[config.mk]
export PLATFORM = sky130hd
export DESIGN_NAME = rob_top
export DESIGN_NICKNAME = d
export VERILOG_FILES = /design/src/design/rob_csr_pkg.sv /design/src/design/rob_pkg.sv /design/src/design/rob_top.sv /design/src/design/rob_csr.sv /design/src/design/arch_regfile.sv /design/src/design/rob_entries.sv
export SDC_FILE = /design/constraint.sdc
export NUM_CORES = 2
export LEC_CHECK = 0
export BUFFER_PORTS_ARGS = -buffer_cell sky130_fd_sc_hd__buf_4
export CAP_MARGIN = 5
export CORE_MARGIN = 5
export CORE_UTILIZATION = 47
export CTS_BUF_LIST = sky130_fd_sc_hd__clkbuf_16
export CTS_CLUSTER_SIZE = 12
export DETAILED_ROUTE_END_ITERATION = 8
export GPL_TIMING_DRIVEN = 0
export SLEW_MARGIN = 20
export SYNTH_ARGS = -nofsm -noshare
export SYNTH_HDL_FRONTEND = slang
export SYNTH_HIERARCHICAL = 1
export SYNTH_SLANG_ARGS = --single-unit
export TNS_END_PERCENT = 100
[constraint.sdc]
create_clock -name clk -period 10.21 [get_ports clk]
set_input_delay 0.5105 -clock clk [delete_from_list [all_inputs] [get_ports clk]]
set_output_delay 0.5105 -clock clk [all_outputs]
set_load 0.005 [all_outputs]
[src/design/rob_csr_pkg.sv]
package rob_csr_pkg;

    typedef struct packed {
        logic        cyc;
        logic        stb;
        logic        we;
        logic [3:0]  adr;
        logic [31:0] dat;
    } wb_req_t;

    typedef struct packed {
        logic        ack;
        logic [31:0] dat;
    } wb_rsp_t;

    // word offsets
    localparam logic [3:0] csr_ctrl    = 4'd0;
    localparam logic [3:0] csr_status  = 4'd1;
    localparam logic [3:0] csr_commits = 4'd2;
    localparam logic [3:0] csr_flushes = 4'd3;

    localparam int ctrl_commit_en = 0;
    localparam int ctrl_flush     = 1;

    // commit enabled out of reset
    localparam logic [31:0] ctrl_reset = 32'h0000_0001;

endpackage

[src/design/rob_pkg.sv]
package rob_pkg;

    // buffer and register file sizes
    localparam int rob_depth = 16;
    localparam int arch_regs = 32;

    typedef logic [3:0]  tag_t;
    typedef logic [4:0]  reg_addr_t;
    typedef logic [31:0] word_t;

    typedef enum logic [1:0] {
        reg_write = 2'd0,
        store     = 2'd1,
        branch    = 2'd2
    } entry_kind_t;

    // one completion word, read by entry kind
    typedef union packed {
        word_t data;
        word_t next_pc;
    } payload_u;

    typedef struct packed {
        logic        valid;
        entry_kind_t kind;
        reg_addr_t   rd;
        logic        pred_taken;
    } alloc_req_t;

    typedef struct packed {
        logic grant;
        tag_t tag;
    } alloc_rsp_t;

    typedef struct packed {
        logic     valid;
        tag_t     tag;
        logic     taken;
        payload_u payload;
    } complete_t;

    // retired entry
    typedef struct packed {
        logic        valid;
        entry_kind_t kind;
        tag_t        tag;
        reg_addr_t   rd;
        payload_u    payload;
    } commit_t;

    typedef struct packed {
        logic  valid;
        word_t pc;
    } redirect_t;

    typedef struct packed {
        logic  busy;
        tag_t  owner;
        word_t value;
    } operand_t;

endpackage
[src/design/rob_top.sv]
`timescale 1ns/10ps

module rob_top (
    input  logic                 clk,
    input  logic                 rst,
    input  rob_pkg::alloc_req_t  alloc,
    output rob_pkg::alloc_rsp_t  alloc_rsp,
    input  rob_pkg::complete_t   complete,
    output rob_pkg::commit_t     commit,
    output rob_pkg::redirect_t   redirect,
    input  rob_pkg::reg_addr_t   rs_addr,
    output rob_pkg::operand_t    operand,
    input  rob_csr_pkg::wb_req_t wb_req,
    output rob_csr_pkg::wb_rsp_t wb_rsp
);

    logic [4:0] count;
    logic       full;
    logic       commit_en;
    logic       sw_flush;
    logic       rf_flush;

    // rename state is dropped on either kind of flush
    assign rf_flush = sw_flush || redirect.valid;

    rob_entries u_entries (
        .clk       (clk),
        .rst       (rst),
        .alloc     (alloc),
        .alloc_rsp (alloc_rsp),
        .complete  (complete),
        .commit_en (commit_en),
        .flush     (sw_flush),
        .commit    (commit),
        .redirect  (redirect),
        .count     (count),
        .full      (full)
    );

    arch_regfile u_regfile (
        .clk       (clk),
        .rst       (rst),
        .alloc     (alloc),
        .alloc_rsp (alloc_rsp),
        .commit    (commit),
        .flush     (rf_flush),
        .rs_addr   (rs_addr),
        .operand   (operand)
    );

    rob_csr u_csr (
        .clk       (clk),
        .rst       (rst),
        .wb_req    (wb_req),
        .wb_rsp    (wb_rsp),
        .count     (count),
        .full      (full),
        .commit    (commit),
        .redirect  (redirect),
        .commit_en (commit_en),
        .flush     (sw_flush)
    );

endmodule

[src/design/rob_csr.sv]
`timescale 1ns/10ps

module rob_csr (
    input  logic                 clk,
    input  logic                 rst,
    input  rob_csr_pkg::wb_req_t wb_req,
    output rob_csr_pkg::wb_rsp_t wb_rsp,
    input  logic [4:0]           count,
    input  logic                 full,
    input  rob_pkg::commit_t     commit,
    input  rob_pkg::redirect_t   redirect,
    output logic                 commit_en,
    output logic                 flush
);

    logic        access;
    logic        wr;
    logic        ack_q;
    logic [31:0] dat_q;
    logic [31:0] rd_data;
    logic        commit_en_q;
    logic        flush_q;
    logic [31:0] commits_q;
    logic [31:0] redirects_q;

    // accept only while ack is low
    assign access = wb_req.cyc && wb_req.stb && !ack_q;
    assign wr = access && wb_req.we;

    always_comb begin
        rd_data = '0;
        case (wb_req.adr)
            rob_csr_pkg::csr_ctrl: begin
                rd_data[rob_csr_pkg::ctrl_commit_en] = commit_en_q;
                rd_data[rob_csr_pkg::ctrl_flush] = flush_q;
            end
            rob_csr_pkg::csr_status: begin
                rd_data[4:0] = count;
                rd_data[8] = full;
            end
            rob_csr_pkg::csr_commits: rd_data = commits_q;
            rob_csr_pkg::csr_flushes: rd_data = redirects_q;
            default: rd_data = '0;
        endcase
    end

    always_ff @(posedge clk) begin
        if (rst) begin
            ack_q <= 1'b0;
            commit_en_q <= rob_csr_pkg::ctrl_reset[rob_csr_pkg::ctrl_commit_en];
            flush_q <= rob_csr_pkg::ctrl_reset[rob_csr_pkg::ctrl_flush];
        end else begin
            ack_q <= access;
            // flush bit clears itself after one cycle
            flush_q <= 1'b0;
            if (wr && wb_req.adr == rob_csr_pkg::csr_ctrl) begin
                commit_en_q <= wb_req.dat[rob_csr_pkg::ctrl_commit_en];
                flush_q <= wb_req.dat[rob_csr_pkg::ctrl_flush];
            end
        end
    end

    always_ff @(posedge clk) begin
        if (access) begin
            dat_q <= rd_data;
        end
    end

    // each counter clears on a write to its own offset
    always_ff @(posedge clk) begin
        if (rst || (wr && wb_req.adr == rob_csr_pkg::csr_commits)) begin
            commits_q <= '0;
        end else if (commit.valid) begin
            commits_q <= commits_q + 1'b1;
        end
        if (rst || (wr && wb_req.adr == rob_csr_pkg::csr_flushes)) begin
            redirects_q <= '0;
        end else if (redirect.valid) begin
            redirects_q <= redirects_q + 1'b1;
        end
    end

    always_comb begin
        wb_rsp.ack = ack_q;
        wb_rsp.dat = dat_q;
    end

    assign commit_en = commit_en_q;
    assign flush = flush_q;

endmodule

[src/design/arch_regfile.sv]
`timescale 1ns/10ps

module arch_regfile (
    input  logic                clk,
    input  logic                rst,
    input  rob_pkg::alloc_req_t alloc,
    input  rob_pkg::alloc_rsp_t alloc_rsp,
    input  rob_pkg::commit_t    commit,
    input  logic                flush,
    input  rob_pkg::reg_addr_t  rs_addr,
    output rob_pkg::operand_t   operand
);

    rob_pkg::word_t regs_q  [rob_pkg::arch_regs];
    rob_pkg::tag_t  owner_q [rob_pkg::arch_regs];
    logic [rob_pkg::arch_regs-1:0] busy_q;

    logic commit_wr;
    logic rename;
    logic release_owner;

    // x0 is never written or renamed
    assign commit_wr = commit.valid && (commit.kind == rob_pkg::reg_write)
                       && (commit.rd != '0);
    assign rename = alloc_rsp.grant && (alloc.kind == rob_pkg::reg_write)
                    && (alloc.rd != '0);
    assign release_owner = commit_wr && (owner_q[commit.rd] == commit.tag);

    always_ff @(posedge clk) begin
        if (rst || flush) begin
            busy_q <= '0;
        end else begin
            if (release_owner) begin
                busy_q[commit.rd] <= 1'b0;
            end
            // a new rename of the same register wins
            if (rename) begin
                busy_q[alloc.rd] <= 1'b1;
            end
        end
    end

    always_ff @(posedge clk) begin
        if (rename) begin
            owner_q[alloc.rd] <= alloc_rsp.tag;
        end
        if (commit_wr) begin
            regs_q[commit.rd] <= commit.payload.data;
        end
    end

    always_comb begin
        operand.busy = 1'b0;
        operand.owner = '0;
        operand.value = '0;
        if (rs_addr != '0) begin
            operand.busy = busy_q[rs_addr];
            operand.owner = owner_q[rs_addr];
            operand.value = regs_q[rs_addr];
        end
    end

endmodule

[src/design/rob_entries.sv]
`timescale 1ns/10ps

module rob_entries (
    input  logic                clk,
    input  logic                rst,
    input  rob_pkg::alloc_req_t alloc,
    output rob_pkg::alloc_rsp_t alloc_rsp,
    input  rob_pkg::complete_t  complete,
    input  logic                commit_en,
    input  logic                flush,
    output rob_pkg::commit_t    commit,
    output rob_pkg::redirect_t  redirect,
    output logic [4:0]          count,
    output logic                full
);

    rob_pkg::entry_kind_t kind_q    [rob_pkg::rob_depth];
    rob_pkg::reg_addr_t   rd_q      [rob_pkg::rob_depth];
    logic                 pred_q    [rob_pkg::rob_depth];
    logic                 taken_q   [rob_pkg::rob_depth];
    rob_pkg::payload_u    payload_q [rob_pkg::rob_depth];

    logic [rob_pkg::rob_depth-1:0] occ_q;
    logic [rob_pkg::rob_depth-1:0] done_q;

    rob_pkg::tag_t head_q;
    rob_pkg::tag_t tail_q;
    logic [4:0]    count_q;

    logic grant;
    logic retire;
    logic mispredict;
    logic clear;
    logic accept_complete;

    assign full = (count_q == 5'(rob_pkg::rob_depth));
    assign count = count_q;

    // head retires when finished and commit is on
    assign retire = occ_q[head_q] && done_q[head_q] && commit_en;
    assign mispredict = retire && (kind_q[head_q] == rob_pkg::branch)
                        && (taken_q[head_q] != pred_q[head_q]);
    assign clear = flush || mispredict;

    assign grant = alloc.valid && !full && !clear;
    assign accept_complete = complete.valid && occ_q[complete.tag];

    always_comb begin
        alloc_rsp.grant = grant;
        alloc_rsp.tag = tail_q;
    end

    always_comb begin
        commit.valid = retire;
        commit.kind = kind_q[head_q];
        commit.tag = head_q;
        commit.rd = rd_q[head_q];
        commit.payload = payload_q[head_q];
    end

    always_comb begin
        redirect.valid = mispredict;
        redirect.pc = payload_q[head_q].next_pc;
    end

    // pointers, occupancy and completion flags
    always_ff @(posedge clk) begin
        if (rst || clear) begin
            occ_q <= '0;
            done_q <= '0;
            head_q <= '0;
            tail_q <= '0;
            count_q <= '0;
        end else begin
            if (accept_complete) begin
                done_q[complete.tag] <= 1'b1;
            end
            if (retire) begin
                occ_q[head_q] <= 1'b0;
                done_q[head_q] <= 1'b0;
                head_q <= head_q + 1'b1;
            end
            if (grant) begin
                occ_q[tail_q] <= 1'b1;
                done_q[tail_q] <= 1'b0;
                tail_q <= tail_q + 1'b1;
            end
            case ({grant, retire})
                2'b10: count_q <= count_q + 1'b1;
                2'b01: count_q <= count_q - 1'b1;
                default: count_q <= count_q;
            endcase
        end
    end

    // entry contents
    always_ff @(posedge clk) begin
        if (grant) begin
            kind_q[tail_q] <= alloc.kind;
            rd_q[tail_q] <= alloc.rd;
            pred_q[tail_q] <= alloc.pred_taken;
        end
        if (accept_complete) begin
            taken_q[complete.tag] <= complete.taken;
            payload_q[complete.tag] <= complete.payload;
        end
    end

endmodule

======== Word-level counts from Yosys, hierarchy flattened ========
Memory sizes are Yosys's and may differ from the RTL's. A register that Yosys moved wholly into a read port is not among the register bits.
Cells that the tools add are included.
operators by class
  add/sub/neg operators ................... 6
  order comparisons ....................... 11
  equality and inequality tests ........... 9
  muxes and demuxes ....................... 54
  bitwise operators ....................... 11
  reductions and logical operators ........ 38
operators with widths
  operator               number
  $mux 16                8
  $mux 32                3
  $add 32x1->32 const B  2
  $and 16x16->16         3
  $pmux 23 s2            1
  $mux 4                 10
  $mux 37                1
  $and 32x32->32         1
  $not 16->16            2
  $not 32->32            1
  $or 16x16->16          2
  $or 32x32->32          1
  $logic_and 1x1->1      23
  $lt 5x6->1 const B     3
  $mux 1                 17
  $lt 4x5->1 const B     3
  $reduce_bool 5->1      3
  $bmux 1 s4             3
  $demux 1 s4            3
  $ge 4x1->1 const B     3
  $demux 1 s5            2
  $ge 5x1->1 const B     2
  $pmux 5 s2             1
  $pmux 3 s3             1
  21 further kinds       30
storage, ports and cells
  register bits after elaboration ......... 176
  bits in writable memories ............... 1808
  bits of input ports ..................... 93
  output and inout port bits .............. 152
  logic and storage cells ................. 148
  memories ................................ 7
memories
  name                 depth  width  rd ports  clocked after memory_dff  wr ports  RTL line            RTL
  u_regfile.regs_q     32     32     1         0                         1         arch_regfile.sv:14  rob_pkg::word_t regs_q [rob_pkg::arch_regs];
  u_entries.payload_q  16     32     1         1                         1         rob_entries.sv:21   rob_pkg::payload_u payload_q [rob_pkg::rob_depth];
  u_regfile.owner_q    32     4      2         0                         1         arch_regfile.sv:15  rob_pkg::tag_t owner_q [rob_pkg::arch_regs];
  u_entries.rd_q       16     5      1         1                         1         rob_entries.sv:18   rob_pkg::reg_addr_t rd_q [rob_pkg::rob_depth];
  u_entries.kind_q     16     2      1         1                         1         rob_entries.sv:17   rob_pkg::entry_kind_t kind_q [rob_pkg::rob_depth];
  u_entries.pred_q     16     1      1         1                         1         rob_entries.sv:19   logic pred_q [rob_pkg::rob_depth];
  1 more memories      n/a    n/a    n/a       n/a                       n/a       n/a

======== Depth between registers and ports, before layout ========
  depth in word-level cells ............... 14
  mapped depth ............................ 17
  gate-level depth less buffers ........... 14

======== Modules after synthesis ========
The synthesis kept the hierarchy.
by module, submodules not included
  module        instances  cells an instance  area each (sq um)  sequential area each (sq um)
  arch_regfile  1          2078               46890.0            35233.8
  rob_entries   1          1288               27652.8            20679.8
  rob_csr       1          455                4554.4             2302.2
  rob_top       1          1                  6.3                0.0

======== Worst setup path before layout ========
Ideal clock, no wire load.
  path type ............................... reg2reg
  start point ............................. reg with a tool-made name
  end point ............................... reg u_regfile/busy_q[8] in the netlist's numbering
  library setup time ...................... 122 ps
  arrival ................................. 6114 ps
  data required time ...................... 10088 ps
  slack ................................... 3975 ps
  stages on the path, launching flop included .. 14
  path buffers ............................ 7
  cell sequence ........................... dfxtp_1 -> clkbuf_1 -> buf_1 -> clkbuf_1 -> clkbuf_1 -> mux4_2 -> mux4_2 -> buf_4 -> buf_6 -> or3b_2 -> clkbuf_1 -> nor3b_1 -> nor2b_1 -> a21oi_2
RTL lines
  what                           RTL line            RTL
  end signal, assigned           arch_regfile.sv:31  busy_q <= '0;
  end signal, assigned by index  arch_regfile.sv:34  busy_q[commit.rd] <= 1'b0;
  end signal, assigned by index  arch_regfile.sv:38  busy_q[alloc.rd] <= 1'b1;
  end, declared                  arch_regfile.sv:16  logic [rob_pkg::arch_regs-1:0] busy_q;

==> results.md <==
* Status: finished, final reports clean
* # Post-CTS Setup Buffers at 0
* Rows at 150
* Met2 Wirelength at 102 mm
* Dpl cell area at 85600 sq um
* Num ports at 245
* Fillers at 12600
* Drt first pass iters at 6
* Die W at 420 microns
* Fraction of layout cells with a size suffix above 1 at around 30%
* Yosys top cell area share at 69.8%
* Worst-margin pin slew at 1.18 ns
* Vias/cell at 6.07
* Final setup fails at 0
* Cells after synthesis at 3822
* Hold Path Class: in -> reg
* Final worst-path cycle share at 68.1%
* Routability Congestion at 0.902
* Most frequent cell after synthesis: edfxtp_1
* Worst VDD drop at 0.181 mV
* NumNets Final at 4499
* Crit path required time at around 11 ns
* CP endpoint kind: flip-flop
* Clk pin slew, worst setup/hold paths at around 0.060 ns
* Initial antenna violation count at 15
* WS Path Type: reg -> reg
* Critical Path Fanout Max at 17
* Hold slack at 0.0701 ns
* Largest net degree at the start of global routing at 40
* Worst rel slew slack at 21.0%
* CP Launch Type: flip-flop
* Port bufs at 208
* CTS tree: yes
* Post-CTS sizing at 0
* End of the critical path: u_regfile/regs_q[16][14]
* Mean Syn Cell Area at 20.7 sq um
* Synth cell count leaders: 1840 x edfxtp_1, 581 x mux4_2, 183 x nor2_1
* Root buffer cell: clkbuf_16
* Asr flop ratio synth at 0%
* Iter 0 DRT Violations at 4637
* Worst Clk Skew at around 0.044 ns
* Highest routed metal layer: met5
* First-pass GRT wire length at between 200 and 300 mm
* Metal-1 WL at between 80 and 90 mm
* Initial core utilization at between 40% and 50%
* R2R depth at 14
* DRT Wirelength at 208 mm
* Setup slack, reg-to-reg at 3.26 ns
* Post-synthesis cell type count at 69
* Total die area at 177000 sq um
* Vias in the first global route at 41400
* Area of the core at approximately 170000 sq um
* Period minus WS final at 6.95 ns
* Mapped Area at 79100 sq um
* Ys flop type: edfxtp_1
* CTS Buffer Depth at 3
* Inserted Clock Buffers at just over 200
* Avg WL per Cell at 30.7 microns
* Worst-Skew Late Latency at 0.84 ns
* Number of synthesized flops with an enable pin at ~1800
* Design area at between 90000 and 100000 sq um
* Total number of vias at approximately 40000
* Dpl hpwl at around 140 mm
* Largest cells by area after synthesis: edfxtp_1 70%, mux4_2 17%, dfxtp_1 3.7%
* Seq/Total Area, Yosys at ~74%
* Synth area leader: edfxtp_1
* Pwr/cell area at 177 nW/um^2
* Max-cap viol count at 0
* Routed Antenna Nets at 0
* Area Growth Syn to Fin at 16.7%
* Reg2Reg Capture Point: u_regfile/regs_q[16][14]
* Total track usage at a little under a quarter
* Die H at ~420 microns
* Max Clk Rate at ~140 MHz
* Hold Path Stages at 5
* Unrepaired setup endpoints after global routing: false
* GR Overflow Total at 0
* # DRC at 0
* Ys Warns at 6
* Metal3 WL at 14.6 mm
* Clock net sink count at 1988
* Pleak at around 0.03 uW
* Yosys reg bits at between 1500 and 2000
* Setup TNS at 0 ns
* # H-tree levels at 4
* Critical Path AT at approximately 7.5 ns
* Max-slew violations at 0
* Fin. Hold Viols at 0
==> what timing repair did <==
action,4_1_cts,5_1_grt
setup endpoints to repair,0,0
hold buffers,48,0
endpoints found under the hold margin,634,0
==> placed cells by master (no fill, tap or decap), types with 15 or more instances in the layout <==
master and count:
a21oi_1 59, a21oi_2 30, a22o_1 28, buf_1 16
buf_12 37, buf_16 31, buf_2 65, buf_4 254
buf_6 20, clkbuf_1 104, clkbuf_16 204, clkinv_1 51
clkinv_2 15, conb_1 36, dfxtp_1 144, dlygate4sd3_1 48
edfxtp_1 1840, inv_1 92, mux2i_1 113, mux4_2 581
nand2_1 88, nand3_1 32, nand4_1 23, nor2_1 131
nor2_4 48, nor3_1 42, o21ai_0 54, o22ai_1 33
o31ai_1 24, or3_1 18, or4_1 26, xor2_1 24
==> stage by stage <==
step                cells  utilization [%]  total power (uW)  setup WS, ns
detailed placement   6342             51.2              9680          3.34
global placement     6269             50.0              9660        -0.687
CTS                  6758             55.2             16500          3.27
finish               6767             55.2             16300          3.26
global route         6762             55.2             16900          2.97
floorplan            3857                -              9390          3.97
==> cell families after synthesis <==
logic type      Yosys count  share of synthesized area [%]
flops                  1988                           73.6
mux                     700                           18.1
simple gates            540                           3.59
compound gates          275                           2.34
buf+inv                 267                           1.74
xor+xnor                 37                          0.419
fa+ha+maj                14                          0.221
other cells               1                        0.00474
==> worst max-delay path, cell delays in order (launching register included) <==
cell and delay [ns]:
dfxtp_1 0.31, clkbuf_1 0.37, buf_1 0.58, clkbuf_1 0.56
clkbuf_1 0.82, mux4_2 0.45, mux4_2 0.66, buf_2 0.24
buf_2 0.19, or3_1 0.37, clkbuf_1 0.29, nand3b_1 0.24
clkbuf_1 0.85, nor2_4 0.36, buf_12 0.29
==> final cells by class <==
class / instances / area, sq um / area share (%)
Timing Repair Buffer: 329 / 3670 / 3.98
Clock buffer: 204 / 5100 / 5.53
Clock inverter: 164 / 1060 / 1.15
Buffer: 252 / 1340 / 1.45
Antenna cell: 9 / 22.5 / 0.0244
Sequential cell: 1988 / 58200 / 63.1
Multi-Input combinational cell: 1602 / 20000 / 21.7
Inverter: 15 / 56.3 / 0.0610
Tap cell: 2204 / 2760 / 2.99
==> worst min-delay path by stage <==
| stage | startpoint | to | slack, ns |
|---|---|---|---|
| final | wb_req[34] | u_csr/commit_en | 0.07 |
| after global routing | rst | u_csr/commit_en | 0.05 |
| after CTS | wb_req[34] | u_csr/commit_en | 0.0004 |
| after detailed placement | u_regfile/busy_q[0] | u_regfile/busy_q[0] | 0.45 |
| after global placement | u_regfile/busy_q[0] | u_regfile/busy_q[0] | 0.45 |
| after floorplan | u_regfile/busy_q[0] | u_regfile/busy_q[0] | 0.42 |
==> power by group <==
| group | switching (uW) | internal [uW] |
|---|---|---|
| sequential | 20.6 | 8840 |
| combinational | 374 | 278 |
| clock | 3100 | 3730 |
==> per-layer routing <==
| layer | vias up | GRT usage [%] |
|---|---|---|
| met5 | - | 0 |
| met4 | 6 | 6.93 |
| met3 | 329 | 3.71 |
| met2 | 1692 | 38.8 |
| met1 | 21900 | 33.0 |
| li1 | 17100 | - |
==> flip-flops by register name (all words and copies together) (netlist names), 5 cells and up, named ones only <==
name,cells
u_entries/count,5
u_regfile/busy_q,32
u_entries/payload_q,512
u_regfile/owner_q,128
u_entries/done_q,16
u_regfile/regs_q,1024
u_csr/dat_q,32
u_entries/pred_q,16
u_csr/redirects_q,32
u_entries/kind_q,32
u_entries/taken_q,16
u_entries/rd_q,80
u_csr/commits_q,32
u_entries/occ_q,16
No activity file was read; power rests on OpenSTA's default activity.
